<file path="config.mk">
export PLATFORM = sky130hd
export DESIGN_NAME = alu_top
export DESIGN_NICKNAME = d
export VERILOG_FILES = /design/src/alu_link_pkg.sv /design/src/alu_op_pkg.sv /design/src/alu_top.sv /design/src/alu_result.sv /design/src/alu_execute.sv /design/src/alu_divider.sv /design/src/alu_decode.sv
export VERILOG_INCLUDE_DIRS = /design/src
export SDC_FILE = /design/constraint.sdc
export NUM_CORES = 2
export LEC_CHECK = 0
export ABC_CLOCK_PERIOD_IN_PS = 15000
export BUFFER_PORTS_ARGS = -buffer_cell sky130_fd_sc_hd__clkbuf_2
export CELL_PAD_IN_SITES_DETAIL_PLACEMENT = 1
export CELL_PAD_IN_SITES_GLOBAL_PLACEMENT = 1
export CORE_MARGIN = 2
export CORE_UTILIZATION = 40
export CTS_BUF_LIST = sky130_fd_sc_hd__clkbuf_16
export CTS_CLUSTER_SIZE = 28
export DETAILED_ROUTE_END_ITERATION = 8
export GPL_ROUTABILITY_DRIVEN = 0
export HOLD_SLACK_MARGIN = 0.02
export PLACE_DENSITY_LB_ADDON = 0.1
export SLEW_MARGIN = 20
export SYNTH_ARGS = -nofsm -noshare
export SYNTH_HDL_FRONTEND = slang
export SYNTH_SLANG_ARGS = --single-unit
export TNS_END_PERCENT = 100
</file>
<file path="constraint.sdc">
create_clock -name clk -period 15 [get_ports clk]
set_clock_uncertainty 0.1 [all_clocks]
set_input_delay 0.75 -clock clk [delete_from_list [all_inputs] [get_ports clk]]
set_output_delay 0.75 -clock clk [all_outputs]
set_load 0.01 [all_outputs]
</file>
<file path="src/alu_defs.svh">
// ALU shared defines for data width, divider step count and the illegal result word
`ifndef ALU_DEFS_SVH
`define ALU_DEFS_SVH

// ==================================================
// Datapath sizing
// ==================================================

// Width of operands and result word
`define ALU_DW 32

// Divider step counter, wide enough to count ALU_DW steps
`define ALU_CNT_W 6

// ==================================================
// Fixed result patterns
// ==================================================

// Returned for any opcode outside the legal set
`define ALU_BAD_WORD {(`ALU_DW / 16){16'hDEAD}}

`endif
</file>
<file path="src/alu_link_pkg.sv">
// ALU link types: request and result payloads and the four-phase handshake states
`default_nettype none

`include "alu_defs.svh"

package alu_link_pkg;

	// Raw request, opcode may hold an illegal code
	typedef struct packed
	{
		logic [4:0] opcode;
		logic [`ALU_DW-1:0] a;
		logic [`ALU_DW-1:0] b;
	} alu_req_t;

	// flags: 3 msb, 2 zero, 1 illegal opcode, 0 divide by zero
	typedef struct packed
	{
		logic [`ALU_DW-1:0] word;
		logic [3:0] flags;
	} alu_res_t;

	typedef enum logic [1:0]
	{
		link_idle,
		link_held,	// req/ack pair high
		link_drop	// Waiting for the far side to return low
	} link_state_e;

endpackage

`default_nettype wire

</file>
<file path="src/alu_op_pkg.sv">
// ALU operation types: opcodes, execution paths, execute states and decoded control
`default_nettype none

`include "alu_defs.svh"

package alu_op_pkg;

	// Opcode codes, anything above op_modu is illegal
	typedef enum logic [4:0]
	{
		op_add  = 5'd0,
		op_sub  = 5'd1,
		op_and  = 5'd2,
		op_or   = 5'd3,
		op_xor  = 5'd4,
		op_shl  = 5'd5,
		op_shr  = 5'd6,
		op_sra  = 5'd7,
		op_min  = 5'd8,
		op_max  = 5'd9,
		op_pop  = 5'd10,
		op_mul  = 5'd11,
		op_cmp  = 5'd12,
		op_divu = 5'd13,
		op_modu = 5'd14
	} alu_opcode_e;

	typedef enum logic [1:0]
	{
		path_single,	// One-cycle result
		path_divide,	// Iterative divider
		path_illegal
	} alu_path_e;

	typedef enum logic [1:0]
	{
		exec_ready,
		exec_dividing,
		exec_done	// Result registered, out_valid high
	} exec_state_e;

	// Decoded instruction handed from decode to execute
	typedef struct packed
	{
		alu_opcode_e opcode;
		alu_path_e path;
		logic [`ALU_DW-1:0] a;
		logic [`ALU_DW-1:0] b;
	} alu_ctrl_t;

endpackage

`default_nettype wire

</file>
<file path="src/alu_top.sv">
// ALU top level: decode, execute and result stages between two req/ack links
`default_nettype none

module alu_top
(
	input  logic clk,
	input  logic arst_n,
	input  logic req,
	input  alu_link_pkg::alu_req_t in,
	output logic ack,
	output logic res_req,
	output alu_link_pkg::alu_res_t res,
	input  logic res_ack
);

	alu_op_pkg::alu_ctrl_t ctrl;
	alu_link_pkg::alu_res_t out;
	logic ctrl_valid;
	logic out_valid;
	logic free;	// Output link idle, next request may enter

	alu_decode u_decode
	(
		.clk(clk),
		.arst_n(arst_n),
		.req(req),
		.in(in),
		.free(free),
		.ack(ack),
		.ctrl(ctrl),
		.ctrl_valid(ctrl_valid)
	);

	alu_execute u_execute
	(
		.clk(clk),
		.arst_n(arst_n),
		.ctrl(ctrl),
		.ctrl_valid(ctrl_valid),
		.out(out),
		.out_valid(out_valid)
	);

	alu_result u_result
	(
		.clk(clk),
		.arst_n(arst_n),
		.out(out),
		.out_valid(out_valid),
		.res_ack(res_ack),
		.res_req(res_req),
		.res(res),
		.free(free)
	);

endmodule

`default_nettype wire

</file>
<file path="src/alu_result.sv">
// ALU result stage: result holding register and output four-phase handshake
`default_nettype none

module alu_result
(
	input  logic clk,
	input  logic arst_n,
	input  alu_link_pkg::alu_res_t out,
	input  logic out_valid,
	input  logic res_ack,
	output logic res_req,
	output alu_link_pkg::alu_res_t res,
	output logic free
);

	alu_link_pkg::link_state_e state;

	always_ff @(posedge clk or negedge arst_n)
	begin
		if (!arst_n)
			state <= alu_link_pkg::link_idle;
		else
		begin
			case (state)
				alu_link_pkg::link_idle: if (out_valid) state <= alu_link_pkg::link_held;
				alu_link_pkg::link_held: if (res_ack) state <= alu_link_pkg::link_drop;
				alu_link_pkg::link_drop: if (!res_ack) state <= alu_link_pkg::link_idle;
				default: state <= alu_link_pkg::link_idle;
			endcase
		end
	end

	// Captured only from idle, so it stays put while res_req is up
	always_ff @(posedge clk)
	begin
		if (state == alu_link_pkg::link_idle && out_valid)
			res <= out;
	end

	assign res_req = (state == alu_link_pkg::link_held);
	assign free    = (state == alu_link_pkg::link_idle);	// Link fully back to rest

	a_res_held: assert property (@(posedge clk) disable iff (!arst_n)
		res_req && !res_ack |=> res_req && $stable(res))
		else $error("res_req or res changed before res_ack");

endmodule

`default_nettype wire

</file>
<file path="src/alu_execute.sv">
// ALU execute stage: single-cycle operations, divider sequencing and result flags
`default_nettype none

`include "alu_defs.svh"

module alu_execute
(
	input  logic clk,
	input  logic arst_n,
	input  alu_op_pkg::alu_ctrl_t ctrl,
	input  logic ctrl_valid,
	output alu_link_pkg::alu_res_t out,
	output logic out_valid
);

	alu_op_pkg::exec_state_e state;
	logic [`ALU_DW-1:0] single_word, fin_word;
	logic [`ALU_DW-1:0] quotient, remainder;
	logic [3:0] cmp_nib;
	logic div_by_zero, div_done, div_start;
	logic fin_dbz, load;

	function automatic logic [`ALU_DW-1:0] pop_count(input logic [`ALU_DW-1:0] v);
		logic [`ALU_DW-1:0] n;
		n = '0;
		for (int i = 0; i < `ALU_DW; i++)
			n = n + v[i];
		return n;
	endfunction

	// Compare nibble: 0, unsigned less, signed less, equal
	assign cmp_nib = {1'b0, ctrl.a < ctrl.b, $signed(ctrl.a) < $signed(ctrl.b),
		ctrl.a == ctrl.b};

	// ==================================================
	// Single-cycle operations
	// ==================================================

	always_comb
	begin
		case (ctrl.opcode)
			alu_op_pkg::op_add: single_word = ctrl.a + ctrl.b;
			alu_op_pkg::op_sub: single_word = ctrl.a - ctrl.b;
			alu_op_pkg::op_and: single_word = ctrl.a & ctrl.b;
			alu_op_pkg::op_or:  single_word = ctrl.a | ctrl.b;
			alu_op_pkg::op_xor: single_word = ctrl.a ^ ctrl.b;
			alu_op_pkg::op_shl: single_word = ctrl.a << ctrl.b[4:0];
			alu_op_pkg::op_shr: single_word = ctrl.a >> ctrl.b[4:0];
			alu_op_pkg::op_sra: single_word = $signed(ctrl.a) >>> ctrl.b[4:0];
			alu_op_pkg::op_min: single_word = (ctrl.a < ctrl.b) ? ctrl.a : ctrl.b;
			alu_op_pkg::op_max: single_word = (ctrl.a < ctrl.b) ? ctrl.b : ctrl.a;
			alu_op_pkg::op_pop: single_word = pop_count(ctrl.a);
			alu_op_pkg::op_mul: single_word = ctrl.a * ctrl.b;	// Low half only
			alu_op_pkg::op_cmp: single_word = {(`ALU_DW / 4){cmp_nib}};
			default:            single_word = `ALU_BAD_WORD;
		endcase
	end

	assign div_start = (state == alu_op_pkg::exec_ready) && ctrl_valid &&
		(ctrl.path == alu_op_pkg::path_divide);

	alu_divider u_div
	(
		.clk(clk),
		.arst_n(arst_n),
		.start(div_start),
		.dividend(ctrl.a),
		.divisor(ctrl.b),
		.quotient(quotient),
		.remainder(remainder),
		.div_by_zero(div_by_zero),
		.done(div_done)
	);

	// ==================================================
	// Result selection
	// ==================================================

	always_comb
	begin
		if (state == alu_op_pkg::exec_dividing)
		begin
			fin_word = (ctrl.opcode == alu_op_pkg::op_modu) ? remainder : quotient;
			fin_dbz  = div_by_zero;
		end
		else
		begin
			fin_word = single_word;
			fin_dbz  = 1'b0;
		end
	end

	assign load = (state == alu_op_pkg::exec_ready && ctrl_valid && !div_start) ||
		(state == alu_op_pkg::exec_dividing && div_done);

	always_ff @(posedge clk or negedge arst_n)
	begin
		if (!arst_n)
			state <= alu_op_pkg::exec_ready;
		else if (div_start)
			state <= alu_op_pkg::exec_dividing;
		else if (load)
			state <= alu_op_pkg::exec_done;
		else if (state == alu_op_pkg::exec_done)
			state <= alu_op_pkg::exec_ready;
	end

	always_ff @(posedge clk)
	begin
		if (load)
		begin
			out.word  <= fin_word;
			out.flags <= {fin_word[`ALU_DW-1], fin_word == '0,
				ctrl.path == alu_op_pkg::path_illegal, fin_dbz};
		end
	end

	assign out_valid = (state == alu_op_pkg::exec_done);	// One cycle per result

endmodule

`default_nettype wire

</file>
<file path="src/alu_divider.sv">
// ALU divider: iterative restoring unsigned division, one quotient bit per cycle
`default_nettype none

`include "alu_defs.svh"

module alu_divider
(
	input  logic clk,
	input  logic arst_n,
	input  logic start,
	input  logic [`ALU_DW-1:0] dividend,
	input  logic [`ALU_DW-1:0] divisor,
	output logic [`ALU_DW-1:0] quotient,
	output logic [`ALU_DW-1:0] remainder,
	output logic div_by_zero,
	output logic done
);

	logic busy;
	logic [`ALU_CNT_W-1:0] cnt;	// Steps already taken
	logic [`ALU_DW-1:0] rem_q, quo_q, dvs_q;
	logic [`ALU_DW-1:0] src_rem, src_quo, src_dvs;
	logic [`ALU_DW:0] partial, diff;

	// ==================================================
	// Step datapath
	// ==================================================

	// First step works straight from the inputs so start is step one
	always_comb
	begin
		src_rem = start ? '0 : rem_q;
		src_quo = start ? dividend : quo_q;
		src_dvs = start ? divisor : dvs_q;
		partial = {src_rem, src_quo[`ALU_DW-1]};
		diff    = partial - {1'b0, src_dvs};	// Sign bit set means restore
	end

	// A zero divisor never restores, giving all ones and the dividend back
	always_ff @(posedge clk)
	begin
		if (start || busy)
		begin
			rem_q <= diff[`ALU_DW] ? partial[`ALU_DW-1:0] : diff[`ALU_DW-1:0];
			quo_q <= {src_quo[`ALU_DW-2:0], ~diff[`ALU_DW]};
			dvs_q <= src_dvs;
		end
		if (start)
			div_by_zero <= (divisor == '0);
	end

	// ==================================================
	// Step control
	// ==================================================

	always_ff @(posedge clk or negedge arst_n)
	begin
		if (!arst_n)
		begin
			busy <= 1'b0;
			cnt  <= '0;
			done <= 1'b0;
		end
		else
		begin
			done <= 1'b0;
			if (start)
			begin
				busy <= 1'b1;
				cnt  <= `ALU_CNT_W'(1);
			end
			else if (busy)
			begin
				cnt <= cnt + 1'b1;
				if (cnt == `ALU_CNT_W'(`ALU_DW - 1))	// Last step on this edge
				begin
					busy <= 1'b0;
					done <= 1'b1;
				end
			end
		end
	end

	assign quotient  = quo_q;
	assign remainder = rem_q;

	a_no_restart: assert property (@(posedge clk) disable iff (!arst_n)
		start |-> !busy)
		else $error("divider started while running");

endmodule

`default_nettype wire

</file>
<file path="src/alu_decode.sv">
// ALU decode stage: input four-phase handshake and opcode classification
`default_nettype none

module alu_decode
(
	input  logic clk,
	input  logic arst_n,
	input  logic req,
	input  alu_link_pkg::alu_req_t in,
	input  logic free,
	output logic ack,
	output alu_op_pkg::alu_ctrl_t ctrl,
	output logic ctrl_valid
);

	alu_link_pkg::link_state_e state;
	logic in_flight;	// Accepted, not yet picked up by the result stage
	logic take;

	function automatic alu_op_pkg::alu_path_e classify(input logic [4:0] code);
		case (alu_op_pkg::alu_opcode_e'(code))
			alu_op_pkg::op_divu, alu_op_pkg::op_modu:
				classify = alu_op_pkg::path_divide;
			alu_op_pkg::op_add, alu_op_pkg::op_sub, alu_op_pkg::op_and,
			alu_op_pkg::op_or, alu_op_pkg::op_xor, alu_op_pkg::op_shl,
			alu_op_pkg::op_shr, alu_op_pkg::op_sra, alu_op_pkg::op_min,
			alu_op_pkg::op_max, alu_op_pkg::op_pop, alu_op_pkg::op_mul,
			alu_op_pkg::op_cmp:
				classify = alu_op_pkg::path_single;
			default:
				classify = alu_op_pkg::path_illegal;
		endcase
	endfunction

	assign take = (state == alu_link_pkg::link_idle) && req && free && !in_flight;
	assign ack  = (state != alu_link_pkg::link_idle);	// High through held and drop

	always_ff @(posedge clk or negedge arst_n)
	begin
		if (!arst_n)
		begin
			state      <= alu_link_pkg::link_idle;
			ctrl_valid <= 1'b0;
			in_flight  <= 1'b0;
		end
		else
		begin
			ctrl_valid <= take;
			case (state)
				alu_link_pkg::link_idle: if (take) state <= alu_link_pkg::link_held;
				alu_link_pkg::link_held: if (!req) state <= alu_link_pkg::link_drop;
				default: state <= alu_link_pkg::link_idle;
			endcase
			// Result stage drops free once it holds our answer
			if (take)
				in_flight <= 1'b1;
			else if (!free)
				in_flight <= 1'b0;
		end
	end

	// Control payload, loaded once per transaction
	always_ff @(posedge clk)
	begin
		if (take)
		begin
			ctrl.opcode <= alu_op_pkg::alu_opcode_e'(in.opcode);
			ctrl.path   <= classify(in.opcode);
			ctrl.a      <= in.a;
			ctrl.b      <= in.b;
		end
	end

	a_ack_after_req: assert property (@(posedge clk) disable iff (!arst_n)
		$rose(ack) |-> $past(req))
		else $error("ack rose without req");

endmodule

`default_nettype wire

</file>
* Word-level counts from Yosys, hierarchy flattened
Memories as Yosys holds them, arrays and structs flattened. A register that Yosys moved wholly into a read port is not among the register bits.
Index checks and enable logic that the tools add are counted.
** Storage, ports and cells
- ROM bits :: 32
- Output and inout port bits :: 38
- Memories kept :: 1
- Input bits :: 73
- Flip-flop bits (word level) :: 254
- Word-level logic and storage cells :: 146
** Memory list
- (name not given) :: words 16, bits a word 2, read ports 1, clocked after Yosys merged registers in 1, wr ports 0, RTL line alu_decode.sv:21 : case (alu_op_pkg::alu_opcode_e'(code))
** Cells by class
- Bitwise operators :: 4
- Reduce and logical (&&, ||, !) cells :: 23
- Mux-type cells :: 29
- Shift operators :: 3
- $lt $le $gt $ge :: 2
- Add/sub/neg operators :: 35
- Equal/unequal tests :: 28
- Multipliers :: 1
** Operators with widths (count)
- 32-bit by 1-bit adder with 32-bit output :: 30
- 32-bit case mux with 13 select lines :: 1
- 32-bit 2-to-1 mux :: 8
- 32-bit logical NOT :: 2
- 32-bit less-than comparator :: 2
- 33-bit by 32-bit subtractor with 33-bit output :: 1
- 32-bit adder :: 1
- 32-bit bitwise AND :: 1
- 32-bit == test :: 1
- 32-bit by 32-bit multiplier with 32-bit output :: 1
- 32-bit OR :: 1
- 32-bit by 5-bit << shifter with 32-bit output :: 1
- 32-bit by 5-bit >> shifter with 32-bit output :: 1
- 32-bit by 5-bit >>> shifter with 32-bit output :: 1
- 32-bit subtractor :: 1
- 32-bit XOR :: 1
- 5-bit by 4-bit == test with 1-bit output, second input constant :: 6
- 5-bit by 3-bit == test with 1-bit output, second input constant :: 4
- 2-bit 2-to-1 mux :: 8
- 6-bit 2-to-1 mux :: 2
- 5-bit by 2-bit == test with 1-bit output, second input constant :: 2
- 2-bit by 1-bit == test with 1-bit output, second input constant :: 4
- 1-bit logical AND :: 8
- 1-bit 2-to-1 mux :: 8
- other kinds (18) :: 29

* Depth between registers and ports, before layout
- Depth in word-level cells :: 34
- Depth in mapped cells :: 34
- Gate-level depth less buffers :: 30

* Hierarchy
Synthesis repeated with hierarchy kept, for this count alone.
** Second synthesis, totals
- Cells, all modules :: 4164
- Area, all modules :: 37349.6 µm²
** By module, submodules not included
- alu_execute :: cells an instance 3417, area an instance 27194.8 µm², instances 1, seq. area each 1101.1 µm²
- alu_divider :: cells an instance 614, area an instance 6660.1 µm², instances 1, seq. area each 3113.0 µm²
- alu_decode :: cells an instance 88, area an instance 2321.0 µm², instances 1, seq. area each 2232.1 µm²
- alu_result :: cells an instance 45, area an instance 1173.6 µm², instances 1, seq. area each 1131.1 µm²

* Least setup slack after synthesis
No wires, ideal clock.
- Kind :: reg-to-reg
- Start point :: register u_decode.ctrl[2] (netlist name)
- End point :: register u_execute.out[2] (netlist name)
- Required time :: 14730 ps
- Path slack :: 5999 ps
- Setup time :: 170 ps
- Path buffers :: 6
- Period minus slack after synthesis :: 9001 ps
- Arrival :: 8732 ps
- Stages on the path, launching flop included :: 35
- Cells stage by stage :: edfxtp_1 clkbuf_1 inv_1 buf_1 clkbuf_1 clkbuf_1 buf_1 nor2_1 fa_1 inv_1 fa_1 fa_1 fa_1 inv_1 fa_1 inv_1 fa_1 inv_1 fa_1 fa_1 ha_1 clkbuf_1 nand2_1 nand2_1 a21o_1 a21oi_1 a21oi_1 a221oi_1 o21ai_0 a211o_1 nand2_1 a221oi_1 a31oi_1 or3_1 nor4_2
** Between the ends
- Longest elaborated chain between the ends :: 5
- Elaborated cells on any way between the ends :: 17
- Classes of those cells :: 2 x add/sub; 1 x mul; 2 x order compare; 1 x eq/ne; 3 x shift; 4 x mux; 3 x bitwise; 1 x reduce/logical
** Ends and longest elaborated chain
- branches (longest 2 deep; another with 32-bit by 32-bit multiplier with 32-bit output)
- 32-bit case mux with 13 select lines * :: RTL line alu_execute.sv:41 : case (ctrl.opcode)
- 32-bit 2-to-1 mux * :: RTL line alu_execute.sv:81 : if (state == alu_op_pkg::exec_dividing)
- net u_execute.fin_word[30] :: RTL line alu_execute.sv:17 : logic [`ALU_DW-1:0] single_word, fin_word;
- 32-bit logical NOT * :: RTL line alu_execute.sv:113 : out.flags <= {fin_word[`ALU_DW-1], fin_word == '0,
Mark *: on every way through the listed nets, which the timed path passes.
A chain may end at the register's enable or synchronous reset.

* Worst setup path after layout
- Start point :: register u_decode.ctrl[11] (netlist name)
- End point :: register u_execute.out[2] (netlist name)
** Between the ends
- Longest elaborated chain between the ends :: 5
- Elaborated cells on any way between the ends :: 14
- Classes of those cells :: 2 x add/sub; 1 x mul; 2 x order compare; 1 x eq/ne; 4 x mux; 3 x bitwise; 1 x reduce/logical
** Ends and longest elaborated chain (RTL line)
- branches (longest 2 deep; another with 32-bit by 32-bit multiplier with 32-bit output)
- 32-bit case mux with 13 select lines * :: alu_execute.sv:41
- 32-bit 2-to-1 mux * :: alu_execute.sv:81
- net u_execute.fin_word[30] :: alu_execute.sv:17
- 32-bit logical NOT * :: alu_execute.sv:113
Marks and branches as above.

==> impl_results.md <==
- Post-synthesis adder-cell area fraction: 32.40%
- Async SR Flop Fraction: roughly 6.3%
- Worst endpoint required time: 15.33 ns
- Bufs on Longest Clock Path: 3
- Die height: just over 300 um
- Detailed Routing Iterations Pass 1: 9
- Final Net Count: between 4,000 and 5,000
- Slew HR: between 15 and 20%
- Final setup viols: 0
- Placed Cells: 5,368
- Largest family of logic cells by synthesized area: adder cells
- Core Util, Final: 44.00%
- Die X: just over 300 um
- Area of the multi-input gates: 0.02637 sq mm
- Max cap viols: 0
- Post-synthesis mux area share: around 4.6%
- Net Count, Synth: around 5,000
- Die area: around 0.095 sq mm
- GR Overflow Total: 0
- Top Family by Delay on Critical Path: adder cells
- Setup crit end kind: register
- Wire per inst: between 30 and 40 um
- Placed wire-length estimate: approximately 140 mm
- Initial antenna violation count: 12
- Synthesized area per cell: 8.797 sq um
- Netlist cell types: 89
- Simple-gate share of the synthesized area: roughly 16%
- Status: complete, no violations
- Skew-Pair Late Insertion Delay: approximately 0.63 ns
- EDFF count, synth: approximately 240
- Slowest cell delay on critical path: 0.89 ns
- Core box area: 0.09166 sq mm
- Sequential share of the synthesized area: 20.40%
- Remaining antenna violation count after routing: 0
- Vias: 34,740
- Post-Synth XOR/XNOR Area: about 3.4%
- Worst Max-Slew Pin Slew: roughly 1.2 ns
- Final hold vios: 0
- GR Layer Usage met2: roughly 56%
- Number of CTS-inserted buffers: 35
- Fmax: 0.09842 GHz
- Largest net degree at the start of global routing: 95
- Area grow syn2layout: 9.024%
- Max Slew Vio Count: 0
- Via density per instance: 6.388
- RSZ-0062 raised after global routing: false
- Worst reg2reg path startpoint: u_decode.ctrl[11]$_DFFE_PP_
- M1 GR Usage: 51.03%
- Overall routed net length: between 150 and 200 mm
- GRT busiest layer: met2
- Startpoint Class: register
- Fin Setup TNS: 0 ns
- Gr usage total: slightly below 40%
- CP bufs+invs: 4
- Vias in the first global route: about 35,000
- Setup bufs post-CTS: 0
- Clk pin slew, worst setup/hold paths: around 0.070 ns
- Starting Density: 40.36%
- CP max FO: 10
- Register area: between 0.007 and 0.008 sq mm
- Post-Syn Area: between 0.03 and 0.04 sq mm
- Cell area after placement: a little under 0.04 sq mm
- Worst hold-check path type: in -> reg
- Synth Area in Compound Gates: 14.41%
- Met3 Use GR: a little under an eighth
- Initial DRC count: about 4,500
- Crit path launch: u_decode.ctrl[11]$_DFFE_PP_
- Row cnt: 111
- Clock sink count: about 250
- Hold wc startpoint: in[35]
- Layout cell share with drive strength beyond 1: approximately a tenth
- Final Non-Filler Cells: between 5,000 and 6,000
- Post-route cell area: around 0.04 sq mm
- IO Count: approximately 110
- Arr. time, crit path: between 10 and 15 ns
- First-pass GRT wire length: roughly 260 mm
- H-tree depth: 2
- Ys Warns: 0
- Post-synth top flop: edfxtp_1
- CP dominant cell by count: fa_1
- # fillers: roughly 11,000
- Post-Syn Instances: between 4,000 and 5,000
- Max stage delay cell, worst path: edfxtp_1
- Port Buffers: 110
- Register bit total from synthesis: between 200 and 300
- Crit path kind: reg -> reg
- # DRC: 0
- Clk root buf: clkbuf_16
- Min Tclk post-route: 10.16 ns
- CTS tree: yes
- Crit share post-route: about two thirds
routing by layer:
layer / part of all wire (%) / up-vias
met1: 40 / 17610
met5: 0.032 / -
li1: - / 14240
met4: 7.4 / 8
met2: 42 / 2269
met3: 11 / 606
what timing repair did:
action | CTS | global route
hold buffers | 1 | 0
gates resized for setup | 0 | 0
hold endpoints to repair | 16 | 0
final timing paths:
check	end	slack [ns]	depth (start not counted)
setup / recovery	u_execute.out[2]$_DFFE_PP_	4.84	27
hold / removal	u_decode.ctrl[35]$_DFFE_PP_	0.19	1
setup reg to reg	u_execute.out[2]$_DFFE_PP_	4.84	27
hold reg to reg	u_result.res[24]$_DFFE_PP_	0.32	0
max in group asynchronous	u_execute.u_div.cnt[3]$_DFFE_PN0P_	13.99	2
min in group asynchronous	u_decode.in_flight$_DFFE_PN0P_	0.50	2
registers in the layout, indices dropped and copies added (netlist names):
signal / count
u_decode.ctrl: 71
u_decode.ctrl_valid: 1
u_decode.in_flight: 1
u_decode.state: 2
u_execute.out: 35
u_execute.state: 2
u_execute.u_div.busy: 1
u_execute.u_div.cnt: 6
u_execute.u_div.div_by_zero: 1
u_execute.u_div.done: 1
u_execute.u_div.dvs_q: 32
u_execute.u_div.quotient: 32
u_execute.u_div.remainder: 32
u_result.res: 35
u_result.state: 2
logic make-up after synthesis:
logic type               Yosys count
flip-flops                       254
XOR/XNOR                         143
AND/OR/NAND/NOR                 1366
multiplexers                     116
AO/OA/AOI/OAI                    801
buffers and inverters            828
adder cells (fa/ha/maj)          697
through the flow:
stage / setup WS (ns) / hold slack [ns]
5_1_grt: 4.449 / 0.1794
3_3_place_gp: 5.298 / 0.3058
2_1_floorplan: 5.999 / 0.3003
6_report: 4.840 / 0.1880
4_1_cts: 5.050 / 0.1545
3_5_place_dp: 5.082 / 0.3072
synth_stat cells, types with 23 or more instances:
cell type | n | area (sq um)
xnor2_1 | 110 | 963.4
o2111ai_1 | 23 | 201.4
o211ai_1 | 44 | 330.3
edfxtp_1 | 238 | 7147
nand2b_1 | 30 | 187.7
inv_1 | 545 | 2046
nor2_1 | 484 | 1817
nor4_1 | 32 | 200.2
a221oi_1 | 30 | 262.8
nand4_1 | 24 | 150.1
o31ai_1 | 23 | 172.7
fa_1 | 435 | 8708
a21o_1 | 34 | 255.2
o21ai_0 | 164 | 820.8
ha_1 | 262 | 3278
xor2_1 | 31 | 271.5
a211oi_1 | 41 | 307.8
nand3_1 | 67 | 335.3
mux2i_1 | 52 | 520.5
a31oi_1 | 45 | 281.5
nor3_1 | 66 | 330.3
nor2b_1 | 24 | 150.1
mux2_2 | 26 | 292.8
buf_1 | 48 | 180.2
clkbuf_1 | 191 | 716.9
mux4_2 | 34 | 765.7
a21oi_1 | 190 | 950.9
and2_1 | 44 | 275.3
nand2_1 | 508 | 1907
area by class of cell:
class                      count  share of cell area (%)
clock buffer                  35                   2.172
tap                         1186                   3.679
timing repair buffer         243                   3.928
sequential                   254                   18.71
inverter                     563                   5.240
multi-input combinational   3123                   65.39
clock inverter                28                  0.8376
antenna                        6                 0.03723
cells in the final DEF, fill, tap and decap left out, types with 16 or more instances in the layout:
master,Yosys,final
a211oi_1,41,41
a21o_1,34,34
a21oi_1,190,190
a221oi_1,30,30
a22oi_1,20,20
a31oi_1,45,44
and2_1,44,44
and3_1,21,20
buf_4,2,130
clkbuf_16,0,35
clkbuf_2,1,110
clkinv_1,12,17
dfrtp_1,16,16
edfxtp_1,238,238
fa_1,435,435
ha_1,262,262
inv_1,545,546
mux2_2,26,26
mux2i_1,52,52
mux4_2,34,34
nand2_1,508,508
nand2b_1,30,29
nand3_1,67,66
nand4_1,24,24
nor2_1,484,482
nor2b_1,24,23
nor3_1,66,63
nor4_1,32,32
o2111ai_1,23,23
o211ai_1,44,44
o21a_1,17,17
o21ai_0,164,163
o21bai_1,17,17
o22ai_1,17,17
o31ai_1,23,23
xnor2_1,110,109
xor2_1,31,31
Power is left out: the tool's default activity adds up to more than one toggle a clock period on the data nets, which glitch-free logic cannot reach.
